<file path="src/rtl/sampler_params.svh">
`ifndef SAMPLER_PARAMS_SVH
`define SAMPLER_PARAMS_SVH

//////////////////////////////////////////////////
// Sizes
//////////////////////////////////////////////////

`define SMP_NUM_DIV     3        // Strobe dividers behind the base sampler
`define SMP_PERIOD_W    16       // Base and divider period width
`define SMP_COUNT_W     16       // Width of each strobe event counter
`define SMP_ADDR_W      8        // APB address width
`define SMP_DATA_W      32       // APB data width

//////////////////////////////////////////////////
// APB register map
//////////////////////////////////////////////////

`define SMP_REG_CTRL    8'h00    // Divider enables in the low bits
`define SMP_REG_BASE    8'h04    // Base sample period
`define SMP_REG_DIV0    8'h08    // First divider period
`define SMP_REG_CNT0    8'h20    // First strobe counter, read only
`define SMP_REG_CLEAR   8'h40    // Write ones to clear the selected counters
`define SMP_REG_STRIDE  4        // Byte step between per-channel registers

`endif

</file>
<file path="src/rtl/sampler_pkg.sv">
`default_nettype none

`include "sampler_params.svh"

package sampler_pkg;

   // Period of the base sampler or of one divider
   typedef logic [`SMP_PERIOD_W-1:0] period_t;

   // Number of strobes seen on one channel
   typedef logic [`SMP_COUNT_W-1:0]  strobe_count_t;

   // APB address and data words
   typedef logic [`SMP_ADDR_W-1:0]   apb_addr_t;
   typedef logic [`SMP_DATA_W-1:0]   apb_data_t;

   // One bit per divider channel
   typedef logic [`SMP_NUM_DIV-1:0]  chan_mask_t;

endpackage

`default_nettype wire

</file>
<file path="src/rtl/base_sampler.sv">
`timescale 1ns/100ps
`default_nettype none

`include "sampler_params.svh"

module base_sampler (
   input  wire                       clk,
   input  wire                       arst_n,
   input  wire                       ext_trig,
   input  wire sampler_pkg::period_t base_period,
   output logic                      sample_pulse
);
   import sampler_pkg::*;

   period_t per_q;     // Period seen at the last trigger
   period_t count_q;   // Triggers since the last sample pulse
   period_t last_cnt;  // Terminal count of the running period

   // A period of zero runs the same as a period of one
   assign last_cnt = (base_period == '0) ? '0 : base_period - 1'b1;

   //////////////////////////////////////////////////
   // Trigger counting
   //////////////////////////////////////////////////

   always_ff @(posedge clk or negedge arst_n) begin
      if (!arst_n) begin
         per_q        <= '0;
         count_q      <= '0;
         sample_pulse <= 1'b0;
      end else begin
         sample_pulse <= 1'b0;
         if (ext_trig) begin
            per_q        <= base_period;
            sample_pulse <= (count_q == '0);          // Pulse on the trigger at count zero
            if ((base_period != per_q) && (count_q != '0)) begin
               count_q <= '0;                         // Restart on a period change
            end else if (count_q >= last_cnt) begin
               count_q <= '0;
            end else begin
               count_q <= count_q + 1'b1;
            end
         end
      end
   end

   // Back-to-back pulses only happen when the period in force is 1 or 0.
   // per_q in the first pulse cycle holds the period used by that trigger
   a_no_double_pulse: assert property (
      @(posedge clk) disable iff (!arst_n)
      (sample_pulse && (per_q > period_t'(1))) |=> !sample_pulse
   );

endmodule

`default_nettype wire

</file>
<file path="src/rtl/multi_sampler_top.sv">
`timescale 1ns/100ps
`default_nettype none

`include "sampler_params.svh"

module multi_sampler_top (
   input  wire                          clk,
   input  wire                          arst_n,
   input  wire                          psel,
   input  wire                          penable,
   input  wire                          pwrite,
   input  wire sampler_pkg::apb_addr_t  paddr,
   input  wire sampler_pkg::apb_data_t  pwdata,
   output sampler_pkg::apb_data_t       prdata,
   output logic                         pready,
   output logic                         pslverr,
   input  wire                          ext_trig,
   output logic                         sample_out,
   output sampler_pkg::chan_mask_t      dsample_stb
);
   import sampler_pkg::*;

   period_t       base_period;
   period_t       div_period [`SMP_NUM_DIV];
   chan_mask_t    div_en;
   chan_mask_t    clear_mask;
   strobe_count_t counts [`SMP_NUM_DIV];

   sampler_regs u_regs (
      .clk         (clk),
      .arst_n      (arst_n),
      .psel        (psel),
      .penable     (penable),
      .pwrite      (pwrite),
      .paddr       (paddr),
      .pwdata      (pwdata),
      .prdata      (prdata),
      .pready      (pready),
      .pslverr     (pslverr),
      .counts      (counts),
      .base_period (base_period),
      .div_period  (div_period),
      .div_en      (div_en),
      .clear_mask  (clear_mask)
   );

   base_sampler u_base (
      .clk          (clk),
      .arst_n       (arst_n),
      .ext_trig     (ext_trig),
      .base_period  (base_period),
      .sample_pulse (sample_out)                      // Also feeds every divider
   );

   for (genvar i = 0; i < `SMP_NUM_DIV; i++) begin : g_div
      strobe_divider u_div (
         .clk          (clk),
         .arst_n       (arst_n),
         .sample_pulse (sample_out),
         .enable       (div_en[i]),
         .div_period   (div_period[i]),
         .strobe       (dsample_stb[i])
      );
   end

   strobe_monitor u_mon (
      .clk        (clk),
      .arst_n     (arst_n),
      .strobe     (dsample_stb),
      .clear_mask (clear_mask),
      .counts     (counts)
   );

endmodule

`default_nettype wire

</file>
<file path="src/rtl/sampler_regs.sv">
`timescale 1ns/100ps
`default_nettype none

`include "sampler_params.svh"

module sampler_regs (
   input  wire                          clk,
   input  wire                          arst_n,
   input  wire                          psel,
   input  wire                          penable,
   input  wire                          pwrite,
   input  wire sampler_pkg::apb_addr_t  paddr,
   input  wire sampler_pkg::apb_data_t  pwdata,
   output sampler_pkg::apb_data_t       prdata,
   output logic                         pready,
   output logic                         pslverr,
   input  wire sampler_pkg::strobe_count_t counts [`SMP_NUM_DIV],
   output sampler_pkg::period_t         base_period,
   output sampler_pkg::period_t         div_period [`SMP_NUM_DIV],
   output sampler_pkg::chan_mask_t      div_en,
   output sampler_pkg::chan_mask_t      clear_mask
);
   import sampler_pkg::*;

   logic      access;     // Access phase of a transfer
   logic      wr_en;
   logic      rd_en;
   logic      addr_hit;   // Address maps to some register
   logic      cnt_hit;    // Address is one of the read-only counters
   apb_data_t rdata;

   assign access = psel & penable;
   assign wr_en  = access & pwrite;
   assign rd_en  = access & ~pwrite;
   assign pready = 1'b1;                              // Zero wait states

   //////////////////////////////////////////////////
   // Address decode and read mux
   //////////////////////////////////////////////////

   always_comb begin
      rdata    = '0;
      addr_hit = 1'b0;
      cnt_hit  = 1'b0;
      if (paddr == `SMP_REG_CTRL) begin
         rdata    = apb_data_t'(div_en);
         addr_hit = 1'b1;
      end
      if (paddr == `SMP_REG_BASE) begin
         rdata    = apb_data_t'(base_period);
         addr_hit = 1'b1;
      end
      if (paddr == `SMP_REG_CLEAR) begin
         addr_hit = 1'b1;                             // Reads back as zero
      end
      for (int i = 0; i < `SMP_NUM_DIV; i++) begin
         if (paddr == `SMP_REG_DIV0 + apb_addr_t'(`SMP_REG_STRIDE * i)) begin
            rdata    = apb_data_t'(div_period[i]);
            addr_hit = 1'b1;
         end
         if (paddr == `SMP_REG_CNT0 + apb_addr_t'(`SMP_REG_STRIDE * i)) begin
            rdata    = apb_data_t'(counts[i]);
            addr_hit = 1'b1;
            cnt_hit  = 1'b1;
         end
      end
   end

   assign prdata  = rd_en ? rdata : '0;
   assign pslverr = access & (~addr_hit | (pwrite & cnt_hit));

   //////////////////////////////////////////////////
   // Register writes
   //////////////////////////////////////////////////

   always_ff @(posedge clk or negedge arst_n) begin
      if (!arst_n) begin
         div_en      <= '0;
         base_period <= '0;                           // Behaves as a period of 1
         clear_mask  <= '0;
         for (int i = 0; i < `SMP_NUM_DIV; i++) begin
            div_period[i] <= '0;                      // No strobes until programmed
         end
      end else begin
         clear_mask <= '0;                            // Clear is a single-cycle pulse
         if (wr_en) begin
            if (paddr == `SMP_REG_CTRL) begin
               div_en <= pwdata[`SMP_NUM_DIV-1:0];
            end
            if (paddr == `SMP_REG_BASE) begin
               base_period <= pwdata[`SMP_PERIOD_W-1:0];
            end
            if (paddr == `SMP_REG_CLEAR) begin
               clear_mask <= pwdata[`SMP_NUM_DIV-1:0];
            end
            for (int i = 0; i < `SMP_NUM_DIV; i++) begin
               if (paddr == `SMP_REG_DIV0 + apb_addr_t'(`SMP_REG_STRIDE * i)) begin
                  div_period[i] <= pwdata[`SMP_PERIOD_W-1:0];
               end
            end
         end
      end
   end

   // The access phase is always entered from a selected setup phase
   a_penable_needs_psel: assert property (
      @(posedge clk) disable iff (!arst_n) $rose(penable) |-> psel
   );

endmodule

`default_nettype wire

</file>
<file path="src/rtl/strobe_divider.sv">
`timescale 1ns/100ps
`default_nettype none

`include "sampler_params.svh"

module strobe_divider (
   input  wire                       clk,
   input  wire                       arst_n,
   input  wire                       sample_pulse,
   input  wire                       enable,
   input  wire sampler_pkg::period_t div_period,
   output logic                      strobe
);
   import sampler_pkg::*;

   period_t count_q;   // Pulses left to the next strobe, zero means reload
   period_t remain;    // Pulses left, counting the reload value

   assign remain = (count_q == '0) ? div_period : count_q;

   always_ff @(posedge clk or negedge arst_n) begin
      if (!arst_n) begin
         count_q <= '0;
         strobe  <= 1'b0;
      end else begin
         strobe <= 1'b0;
         if (!enable) begin
            count_q <= '0;                            // Parked in the reload state
         end else if (sample_pulse) begin
            if (remain == period_t'(1)) begin
               strobe  <= 1'b1;                       // Nth pulse reached
               count_q <= '0;
            end else if (remain != '0) begin
               count_q <= remain - 1'b1;
            end
         end
      end
   end

   // After a strobe the count restarts from div_period, so a strobe in the
   // very next cycle is only possible when that period is 1
   a_strobe_spacing: assert property (
      @(posedge clk) disable iff (!arst_n)
      (strobe && (div_period != period_t'(1))) |=> !strobe
   );

endmodule

`default_nettype wire

</file>
<file path="src/rtl/strobe_monitor.sv">
`timescale 1ns/100ps
`default_nettype none

`include "sampler_params.svh"

module strobe_monitor (
   input  wire                          clk,
   input  wire                          arst_n,
   input  wire sampler_pkg::chan_mask_t strobe,
   input  wire sampler_pkg::chan_mask_t clear_mask,
   output sampler_pkg::strobe_count_t   counts [`SMP_NUM_DIV]
);
   import sampler_pkg::*;

   localparam strobe_count_t COUNT_MAX = '1;   // Counters stick here

   //////////////////////////////////////////////////
   // One saturating counter per channel
   //////////////////////////////////////////////////

   for (genvar ch = 0; ch < `SMP_NUM_DIV; ch++) begin : g_chan
      always_ff @(posedge clk or negedge arst_n) begin
         if (!arst_n) begin
            counts[ch] <= '0;
         end else if (clear_mask[ch]) begin
            counts[ch] <= '0;                         // Clear wins over a new strobe
         end else if (strobe[ch] && (counts[ch] != COUNT_MAX)) begin
            counts[ch] <= counts[ch] + 1'b1;
         end
      end
   end

endmodule

`default_nettype wire
</file>
<file path="config.mk">
export PLATFORM = sky130hd
export DESIGN_NAME = multi_sampler_top
export DESIGN_NICKNAME = d
export VERILOG_FILES = /design/src/rtl/sampler_pkg.sv /design/src/rtl/base_sampler.sv /design/src/rtl/multi_sampler_top.sv /design/src/rtl/sampler_regs.sv /design/src/rtl/strobe_divider.sv /design/src/rtl/strobe_monitor.sv
export VERILOG_INCLUDE_DIRS = /design/src /design/src/rtl
export SDC_FILE = /design/constraint.sdc
export NUM_CORES = 1
export LEC_CHECK = 0
export BUFFER_PORTS_ARGS = -buffer_cell sky130_fd_sc_hd__buf_2
export CORE_AREA = 2 2 141 143
export DETAILED_ROUTE_END_ITERATION = 8
export DIE_AREA = 0 0 143 145
export PLACE_DENSITY = 0.82
export SYNTH_ARGS = -nofsm -noshare
export SYNTH_HDL_FRONTEND = slang
export SYNTH_SLANG_ARGS = --single-unit
</file>
<file path="constraint.sdc">
create_clock -name clk -period 8.3 [get_ports clk]
set_clock_uncertainty 0.05 [all_clocks]
set_input_delay 2.49 -clock clk [delete_from_list [all_inputs] [get_ports clk]]
set_output_delay 2.49 -clock clk [all_outputs]
set_load 0.01 [all_outputs]
</file>
==> Yosys cells after proc, flatten, opt, wreduce, memory -nomap -nowiden <==
Index checks and enable logic that the tools add are counted.
{ "word_totals": {"elab_cells": 138, "out_inout_bits": 38, "register_bits": 202, "inputBits": 46} }
{ "op_classes": {"n_lt_le_gt_ge": 1, "n_addsub": 8, "n_eq_ne": 21, "reduce_logical": 25, "bitwise_logic": 8, "muxes": 57} }
{ "ops": {"columns": ["operator", "n"], "rows": [
  ["$mux W16", 32],
  ["$logic_not A16 Y1", 5],
  ["$add A16 B1 Y16 const B", 4],
  ["$reduce_bool A16 Y1", 4],
  ["$sub A16 B1 Y16 const B", 4],
  ["$eq A16 B1 Y1 const B", 3],
  ["$ne A16 B16 Y1 const B", 3],
  ["$eq A8 B6 Y1 const B", 3],
  ["$mux W1", 22],
  ["$eq A8 B4 Y1 const B", 2],
  ["$ge A16 B16 Y1", 1],
  ["$ne A16 B16 Y1", 1],
  ["$reduce_and A2 Y1", 8],
  ["$mux W3", 3],
  ["$ne A3 B1 Y1 const B", 3],
  ["$eq A8 B3 Y1 const B", 1],
  ["$eq A8 B5 Y1 const B", 1],
  ["$eq A8 B7 Y1 const B", 1],
  ["$logic_not A8 Y1", 1],
  ["$ne A2 B1 Y1 const B", 3],
  ["$reduce_bool A2 Y1", 3],
  ["$and A1 B1 Y1", 5],
  ["$logic_and A1 B1 Y1", 4],
  ["$not A1 Y1", 2],
  ["$or A1 B1 Y1", 1]
]} }

==> Depth between registers and ports, before layout <==
Gate-level depths: netlist of the first run.
{ "depth": {"ltp_word": 13, "depth_mapped": 16, "mapped_depth_nobuf": 14} }

==> By module <==
From an unflattened synthesis of the first run, not the netlist that was laid out.
{ "hier_totals": {"hier_cells": 1489, "hier_area_um2": 13765.7} }
{ "by_module_without_submodules": {"columns": ["mod", "instances", "area_each_um2", "cells_each", "seq_area_each_um2"], "rows": [
  ["sampler_regs", 1, 4265.3, 407, 1751.7],
  ["strobe_divider at g_div[1].u_div ...", 2, 1502.7, 180, 425.4],
  ["strobe_monitor", 1, 2657.5, 283, 1201.2],
  ["base_sampler", 1, 2369.8, 258, 825.8],
  ["strobe_divider at g_div[0].u_div", 1, 1467.7, 181, 425.4]
]} }

==> Least setup slack after synthesis of the first run <==
No wires, ideal clock.
{ "synth_timing": {"path_type": "input port to output port", "startpoint": "in paddr[1]", "endpoint": "out prdata[10]", "required_ns": 5.760, "slack_ns": 1.472, "stages": 6, "arrival_time_ns": 4.288, "path_cell_list": "or3_1 > or4_4 > nor3b_4 > buf_2 > a22oi_1 > a21oi_1"} }
{ "synth_via": {"elab_chain_len": 9} }
{ "synth_lines": {"columns": ["item", "line_no", "source"], "rows": [
  ["start: declaration", "multi_sampler_top.sv:12", "input wire sampler_pkg::apb_addr_t paddr,"],
  ["$eq A8 B3 Y1 (no source line)", null, null],
  ["$mux W16", "sampler_regs.sv:49", "if (paddr == `SMP_REG_BASE) begin"],
  ["$mux W16", "sampler_regs.sv:57", "if (paddr == `SMP_REG_DIV0 + apb_addr_t'(`SMP_REG_STRIDE * i)) begin"],
  ["$mux W16", "sampler_regs.sv:61", "if (paddr == `SMP_REG_CNT0 + apb_addr_t'(`SMP_REG_STRIDE * i)) begin"],
  ["$mux W16", "sampler_regs.sv:57", null],
  ["$mux W16", "sampler_regs.sv:61", null],
  ["$mux W16", "sampler_regs.sv:57", null],
  ["$mux W16 (*)", "sampler_regs.sv:61", null],
  ["$mux W16 (*)", "sampler_regs.sv:69", "assign prdata = rd_en ? rdata : '0;"],
  ["end: declaration", "multi_sampler_top.sv:14", "output sampler_pkg::apb_data_t prdata,"]
]} }
Mark *: on every way between the ends. The rest lies on a longest branch, timed or not.

==> Final worst setup path of the first run <==
{ "layout_timing": {"startpoint": "in paddr[1]", "endpoint": "out prdata[1]"} }
{ "layout_via": {"elab_chain_len": 10} }
{ "layout_lines": {"columns": ["item", "line_no", "source"], "rows": [
  ["$logic_not A8 Y1 (no source line)", null, null],
  ["$mux W3", "sampler_regs.sv:45", "if (paddr == `SMP_REG_CTRL) begin"],
  ["$mux W16", "sampler_regs.sv:49", null],
  ["$mux W16", "sampler_regs.sv:57", null],
  ["$mux W16", "sampler_regs.sv:61", null],
  ["$mux W16", "sampler_regs.sv:57", null],
  ["$mux W16", "sampler_regs.sv:61", null],
  ["$mux W16", "sampler_regs.sv:57", null],
  ["$mux W16 (*)", "sampler_regs.sv:61", null],
  ["$mux W16 (*)", "sampler_regs.sv:69", null]
]} }
Marks and branches as above.

==> results of run 1 <==
[registers in the layout (all words and copies together), names as in the netlist]
| signal | count |
|---|---|
| g_div.u_div.count_q | 48 |
| g_div.u_div.strobe | 3 |
| u_base.count_q | 16 |
| u_base.per_q | 16 |
| u_base.sample_pulse | 1 |
| u_mon.counts | 48 |
| u_regs.base_period | 16 |
| u_regs.clear_mask | 3 |
| u_regs.div_en | 3 |
| u_regs.div_period | 48 |
[critical path, stage by stage]
cell and delay (ns):
buf_2 0.09, or3_1 0.47, nor3_2 0.43, nand4b_1 0.52, buf_4 0.38, nand3_1 0.08, o21ai_0 0.11, a221oi_1 0.27
buf_2 0.19
[per-layer routing]
layer / up-vias / global-route usage (%)
li1: 5043 / -
met1: 5390 / 46.9
met3: 108 / 4.82
met5: - / 0
met2: 559 / 54.3
met4: 0 / 10.8
[cells by family after synthesis]
logic type / synth area share, %
xor gates and xnor gates: 4.95
AOI/OAI and AO/OA: 19.1
other: 0.0589
muxes: 9.86
DFF: 39.7
buffers and inverters: 4.63
adders and majority gates: 2.85
and+or+nand+nor: 18.9
[power groups by stage]
stage / sequential [mW] / clock [mW] / combinational, mW
after floorplan: 1.04 / 0 / 0.240
after global placement: 1.06 / 0 / 0.311
after detailed placement: 1.06 / 0 / 0.324
after CTS: 1.04 / 1.04 / 0.328
after global routing: 1.04 / 1.09 / 0.369
final: 1.04 / 1.03 / 0.329
[worst max-delay path by stage]
stage / slack [ns] / cells after the start / endpoint
2_1_floorplan: 1.47 / 6 / prdata[10]
3_3_place_gp: 0.78 / 9 / prdata[2]
3_5_place_dp: 0.74 / 9 / prdata[1]
4_1_cts: 0.75 / 9 / prdata[1]
5_1_grt: 0.50 / 9 / prdata[1]
6_report: 0.71 / 9 / prdata[1]
[cell type report]
cell class | count | area share, %
repair buffers | 58 | 2.32
inverters | 35 | 0.956
clock buffers | 32 | 4.58
clock inverters | 9 | 0.919
flip-flops and latches | 202 | 36.8
well taps | 265 | 2.41
multi-input cells | 1047 | 52.1
[synthesized netlist by cell type (all sizes together), types with 6 or more instances]
master and n:
and3 24, nand4 28, ha 29, or2 9
nand2b 19, nor3 34, or3 15, and2 12
a21o 7, inv 35, nor4 30, buf 47
nor2 115, mux2 86, nand3 40, nand2 100
a22o 8, a22oi 27, a211oi 13, o21bai 9
a21oi 81, a31oi 37, dfrtp 202, o211ai 10
clkbuf 42, mux2i 25, o221ai 12, o31ai 9
nor2b 6, xnor2 35, o22ai 20, o21ai 74
or4 8, xor2 37
==> impl_metrics.py, run 1 <==
metrics = {
    "outcome": {
        "status": "complete, no violations",
    },
    "layout": {
        "n_fill_cell": 1442,
        "drive_above_1_share_pct": 15.5,
        "final_common_cell": "dfrtp_1",
        "multi_input_comb_area_sq_mm": 0.00716,
        "utilization_pct": 71.6,
        "n_antenna_cell": 0,
        "area_growth_pct": 7.87,
        "final_area_sq_mm": 0.0137,
        "area.sequential_sq_mm": 0.00505,
        "final_cells": 1648,
        "final_cell_mix": "dfrtp_1 (202), nor2_1 (113), nand2_1 (100), a21oi_1 (79), mux2_2 (69)",
        "layout.nets": 1442,
    },
    "drt": {
        "drt_iter0_markers": 1122,
        "drc_errors": 0,
        "routed_wirelength_um": 34700,
        "wl_met3_um": 2770,
        "dr.pass1.iters": 6,
        "via_per_inst": 6.74,
        "ant_nets": 0,
        "m1WireLength_um": 14100,
        "num_vias": 11100,
        "wl_per_cell_um": 21.0,
        "wl_met2_um": 16500,
        "top_layer": "met4",
    },
    "pwr": {
        "p_seq_share_pct": 43.4,
        "vdd_drop_max_mv": 0.191,
        "p_sw_uw": 648,
        "p_leak_nw": 6.50,
        "comb_power_share_pct": 13.7,
        "swShare_pct": 27.0,
        "power_density_mw_per_mm2": 174,
        "p_total_mw": 2.40,
        "internal_power_mw": 1.75,
        "clock_power_share_pct": 42.9,
    },
    "worst_hold_path": {
        "min_from": "u_base.per_q[2]",
        "hold_path_class": "reg -> reg",
        "holdPathEnd": "u_base.per_q[2]",
        "hold_path_depth": 1,
    },
    "floorplan": {
        "start_util_pct": 66.4,
        "die_x_um": 143,
        "dieArea_sq_mm": 0.0207,
        "coreArea_sq_mm": 0.0192,
        "boundaryPins": 84,
        "num_rows": 51,
        "die_h_um": 145,
    },
    "synth": {
        "yosys_warnings": 0,
        "ys_ff_latch": 202,
        "syn-cell-area_sq_mm": 0.0127,
        "synth_edf_count": 0,
        "synthFlopType": "dfrtp_1",
        "synth_top_area_cell": "dfrtp_1",
        "netlist_instances": 1358,
        "synthTopCellsByArea": "dfrtp_1 (40%), mux2_2 (6.1%), nor2_1 (3.3%)",
        "synth_cell_types": 87,
        "synth_area_per_cell_sq_um": 9.39,
        "synth_top_area_share_pct": 39.7,
        "ys_async_sr_fraction_pct": 100,
        "seq_area_frac_synth_pct": 39.7,
    },
    "sta": {
        "tightest_slew_ns": 1.06,
        "holdWs_ns": 0.479,
        "fin_tns_setup_ns": 0,
        "fin_crit_sh_pct": 91.4,
        "rsz0062_at_grt": "no",
        "hold_violations": 0,
        "drv_slew": 0,
        "finalSetupViolCount": 0,
        "fmax_mhz": 132,
        "relSlewSlack_pct": 29.4,
        "worst_slack_ns": 0.714,
        "post-route-min-period_ns": 7.59,
    },
    "critical_path": {
        "cp_max_fo": 18,
        "crit_arrival_ns": 5.05,
        "r2r_start": "u_regs.base_period[4]",
        "start_kind": "primary input",
        "worst-endpoint-required_ns": 5.76,
        "r2r_setup_slack_ns": 4.28,
        "reg2reg_depth": 13,
        "r2r-end": "u_base.count_q[9]",
        "end_kind": "output port",
        "setup.worst_path.start": "paddr[1]",
        "crit_type": "in -> out",
    },
    "global_routing": {
        "track_usage_pct": 33.6,
        "overflow": 0,
        "first_global_vias": 10612,
        "grt_max_degree": 134,
        "antenna_found_initial": 1,
        "grt_pass1_wl_um": 56100,
    },
    "placement": {
        "place_area_sq_mm": 0.0130,
        "pre_cts_ws_ns": 0.737,
        "port_buffers": 50,
        "hpwlAfterDp_um": 24400,
        "gp_congestion": 0.977,
        "dpl.cell_count": 1607,
    },
    "clock_network": {
        "post_cts_buffers": 0,
        "root_buffer": "clkbuf_16",
        "cts_tree": "yes",
        "cts_sinks": 202,
        "worstSkewPairLatency_ns": 0.53,
        "holdBufCountCts": 0,
        "clkSlewWorstSetupHoldPaths_ns": 0.06,
        "htreeDepth": 1,
        "clock_path_buffers": 3,
        "cts.repair.resized": 0,
        "cts_inserted_buffers": 23,
    },
    "run": {
        "drv_cap": 0,
    },
}
Note: power is estimated with default switching activity, not from simulation.
==> inputs of run 2 (changes only) <==
RECOVER_POWER = 100   (was default)
SETUP_SLACK_MARGIN = 0.5   (was default)
==> impl_metrics.py, run 2 (synthesized netlist as in run 1, its figures left out) <==
metrics = {
    "outcome": {
        "status": "complete, but fails checks",
        "violations": "capacitance limit, slew limit",
    },
    "pwr": {
        "clock_power_share_pct": 43.0,
        "comb_power_share_pct": 13.5,
        "power_density_mw_per_mm2": 176,
        "internal_power_mw": 1.75,
        "swShare_pct": 27.0,
        "p_sw_uw": 647,
        "p_seq_share_pct": 43.5,
        "p_leak_nw": 6.37,
        "vdd_drop_max_mv": 0.192,
    },
    "layout": {
        "final_common_cell": "dfrtp_1",
        "reg_top3": "g_div.u_div.count_q: 48 flops, u_mon.counts: 48 flops, u_regs.div_period: 48 flops",
        "final_cell_mix": "dfrtp_1 (202), nor2_1 (114), nand2_1 (100), a21oi_1 (79), mux2_2 (69)",
        "n_antenna_cell": 0,
        "utilization_pct": 70.9,
        "drive_above_1_share_pct": 12.9,
        "area_growth_pct": 6.77,
        "layout.nets": 1442,
        "final_area_sq_mm": 0.0136,
    },
    "sta": {
        "fin_crit_sh_pct": 93.6,
        "rsz0062_at_grt": "no",
        "fin_tns_setup_ns": 0,
        "hold_violations": 0,
        "post-route-min-period_ns": 7.77,
        "drv_slew": 250,
        "relSlewSlack_pct": -122,
        "tightest_slew_ns": 3.33,
        "finalSetupViolCount": 0,
        "fmax_mhz": 129,
    },
    "clock_network": {
        "cts.repair.resized": 0,
        "post_cts_buffers": 0,
        "worstSkewPairLatency_ns": 0.53,
        "cts_inserted_buffers": 23,
        "clkSlewWorstSetupHoldPaths_ns": 0.06,
        "clock_path_buffers": 3,
        "cts_sinks": 202,
        "cts_tree": "yes",
        "root_buffer": "clkbuf_16",
        "holdBufCountCts": 0,
        "htreeDepth": 1,
    },
    "drt": {
        "num_vias": 11040,
        "dr.pass1.iters": 8,
        "drt_iter0_markers": 1197,
        "ant_nets": 0,
        "drc_errors": 0,
        "via_per_inst": 6.70,
        "wl_per_cell_um": 21.1,
        "routed_wirelength_um": 34700,
    },
    "worst_hold_path": {
        "hold_path_class": "reg -> reg",
        "hold_path_depth": 2,
    },
    "floorplan": {
        "dieArea_sq_mm": 0.0207,
        "num_rows": 51,
        "boundaryPins": 84,
        "coreArea_sq_mm": 0.0192,
        "die_h_um": 145,
        "start_util_pct": 66.4,
        "die_x_um": 143,
    },
    "critical_path": {
        "critical_path.max_stage_delay_ns": 0.52,
        "crit_type": "in -> out",
        "worst-endpoint-required_ns": 5.76,
        "crit_top_cell": "clkbuf_1",
        "cp_slowest_cell": "nand4b_1",
        "crit_arrival_ns": 5.23,
        "end_kind": "output port",
        "start_kind": "primary input",
        "path_cells": "buf_2, or3_1, nor3_2, nand4b_1, clkbuf_1, a31oi_1, a211oi_1, nor3_1, clkbuf_1",
        "cp_max_fo": 18,
        "reg2reg_depth": 13,
    },
    "global_routing": {
        "first_global_vias": 10612,
        "antenna_found_initial": 1,
        "track_usage_pct": 33.6,
        "overflow": 0,
        "grt_pass1_wl_um": 56100,
        "grt_max_degree": 134,
    },
    "placement": {
        "hpwlAfterDp_um": 24400,
        "place_area_sq_mm": 0.0130,
        "port_buffers": 50,
        "gp_congestion": 0.977,
    },
    "run": {
        "drv_cap": 4,
    },
}
==> run 2: cell count changes in the layout (fill, tap and decap cells not counted), sizes merged <==
cell	change
buf	-19
clkbuf	+19
==> run 2: layer usage <==
metal / GRT usage [%] / share of wire (%) / vias up / wire [um]
li1: - / - / 5030 / -
met1: 46.9 / 41 / 5388 / 14200
met2: 54.3 / 48 / 522 / 16600
met3: 4.82 / 7.8 / 100 / 2690
met4: 10.8 / 3.5 / 0 / 1220
met5: 0 / 0 / - / 0
==> run 2: cell type report <==
type,count,area [sq um]
clock buffer,32,629
tap,265,332
timing repair buffer,58,275
inverter,35,131
fill,1483,5600
sequential,202,5050
multi-input combinational,1047,7060
clock inverter,9,126
==> run 2: power groups by stage <==
stage          clock, mW  sequential [mW]  combinational, mW
2_1_floorplan          0             1.04              0.240
3_3_place_gp           0             1.06              0.311
3_5_place_dp           0             1.06              0.324
4_1_cts             1.04             1.04              0.328
5_1_grt             1.09             1.04              0.364
6_report            1.03             1.04              0.323
==> run 2: worst paths after layout <==
path	endpoint	slack, ns	startpoint
min in group asynchronous	u_base.count_q[8]	3.02	arst_n
hold reg to reg	g_div[2].u_div.count_q[0]	0.48	g_div[2].u_div.count_q[0]
setup reg to reg	u_base.count_q[5]	3.62	u_regs.base_period[4]
max in group asynchronous	g_div[1].u_div.count_q[6]	2.10	arst_n
hold / removal	g_div[2].u_div.count_q[0]	0.48	g_div[2].u_div.count_q[0]
setup / recovery	prdata[2]	0.53	paddr[1]
==> run 2: critical path, delay by kind of cell <==
| kind | cells | cell delay, ns |
|---|---|---|
| AND/OR/NAND/NOR | 4 | 1.66 |
| buffers and inverters | 3 | 0.74 |
| AO/OA/AOI/OAI | 2 | 0.33 |
==> run 2: stage by stage <==
step                      total power, mW  setup WS, ns  hold WS (ns)  instances
final                                2.39         0.533         0.477       1648
after global placement               1.37         0.780         0.453       1607
after global routing                 2.49         0.321         0.502       1648
after detailed placement             1.38         0.737         0.453       1607
after CTS                            2.41         0.752         0.474       1648
after floorplan                      1.28          1.47         0.429       1373
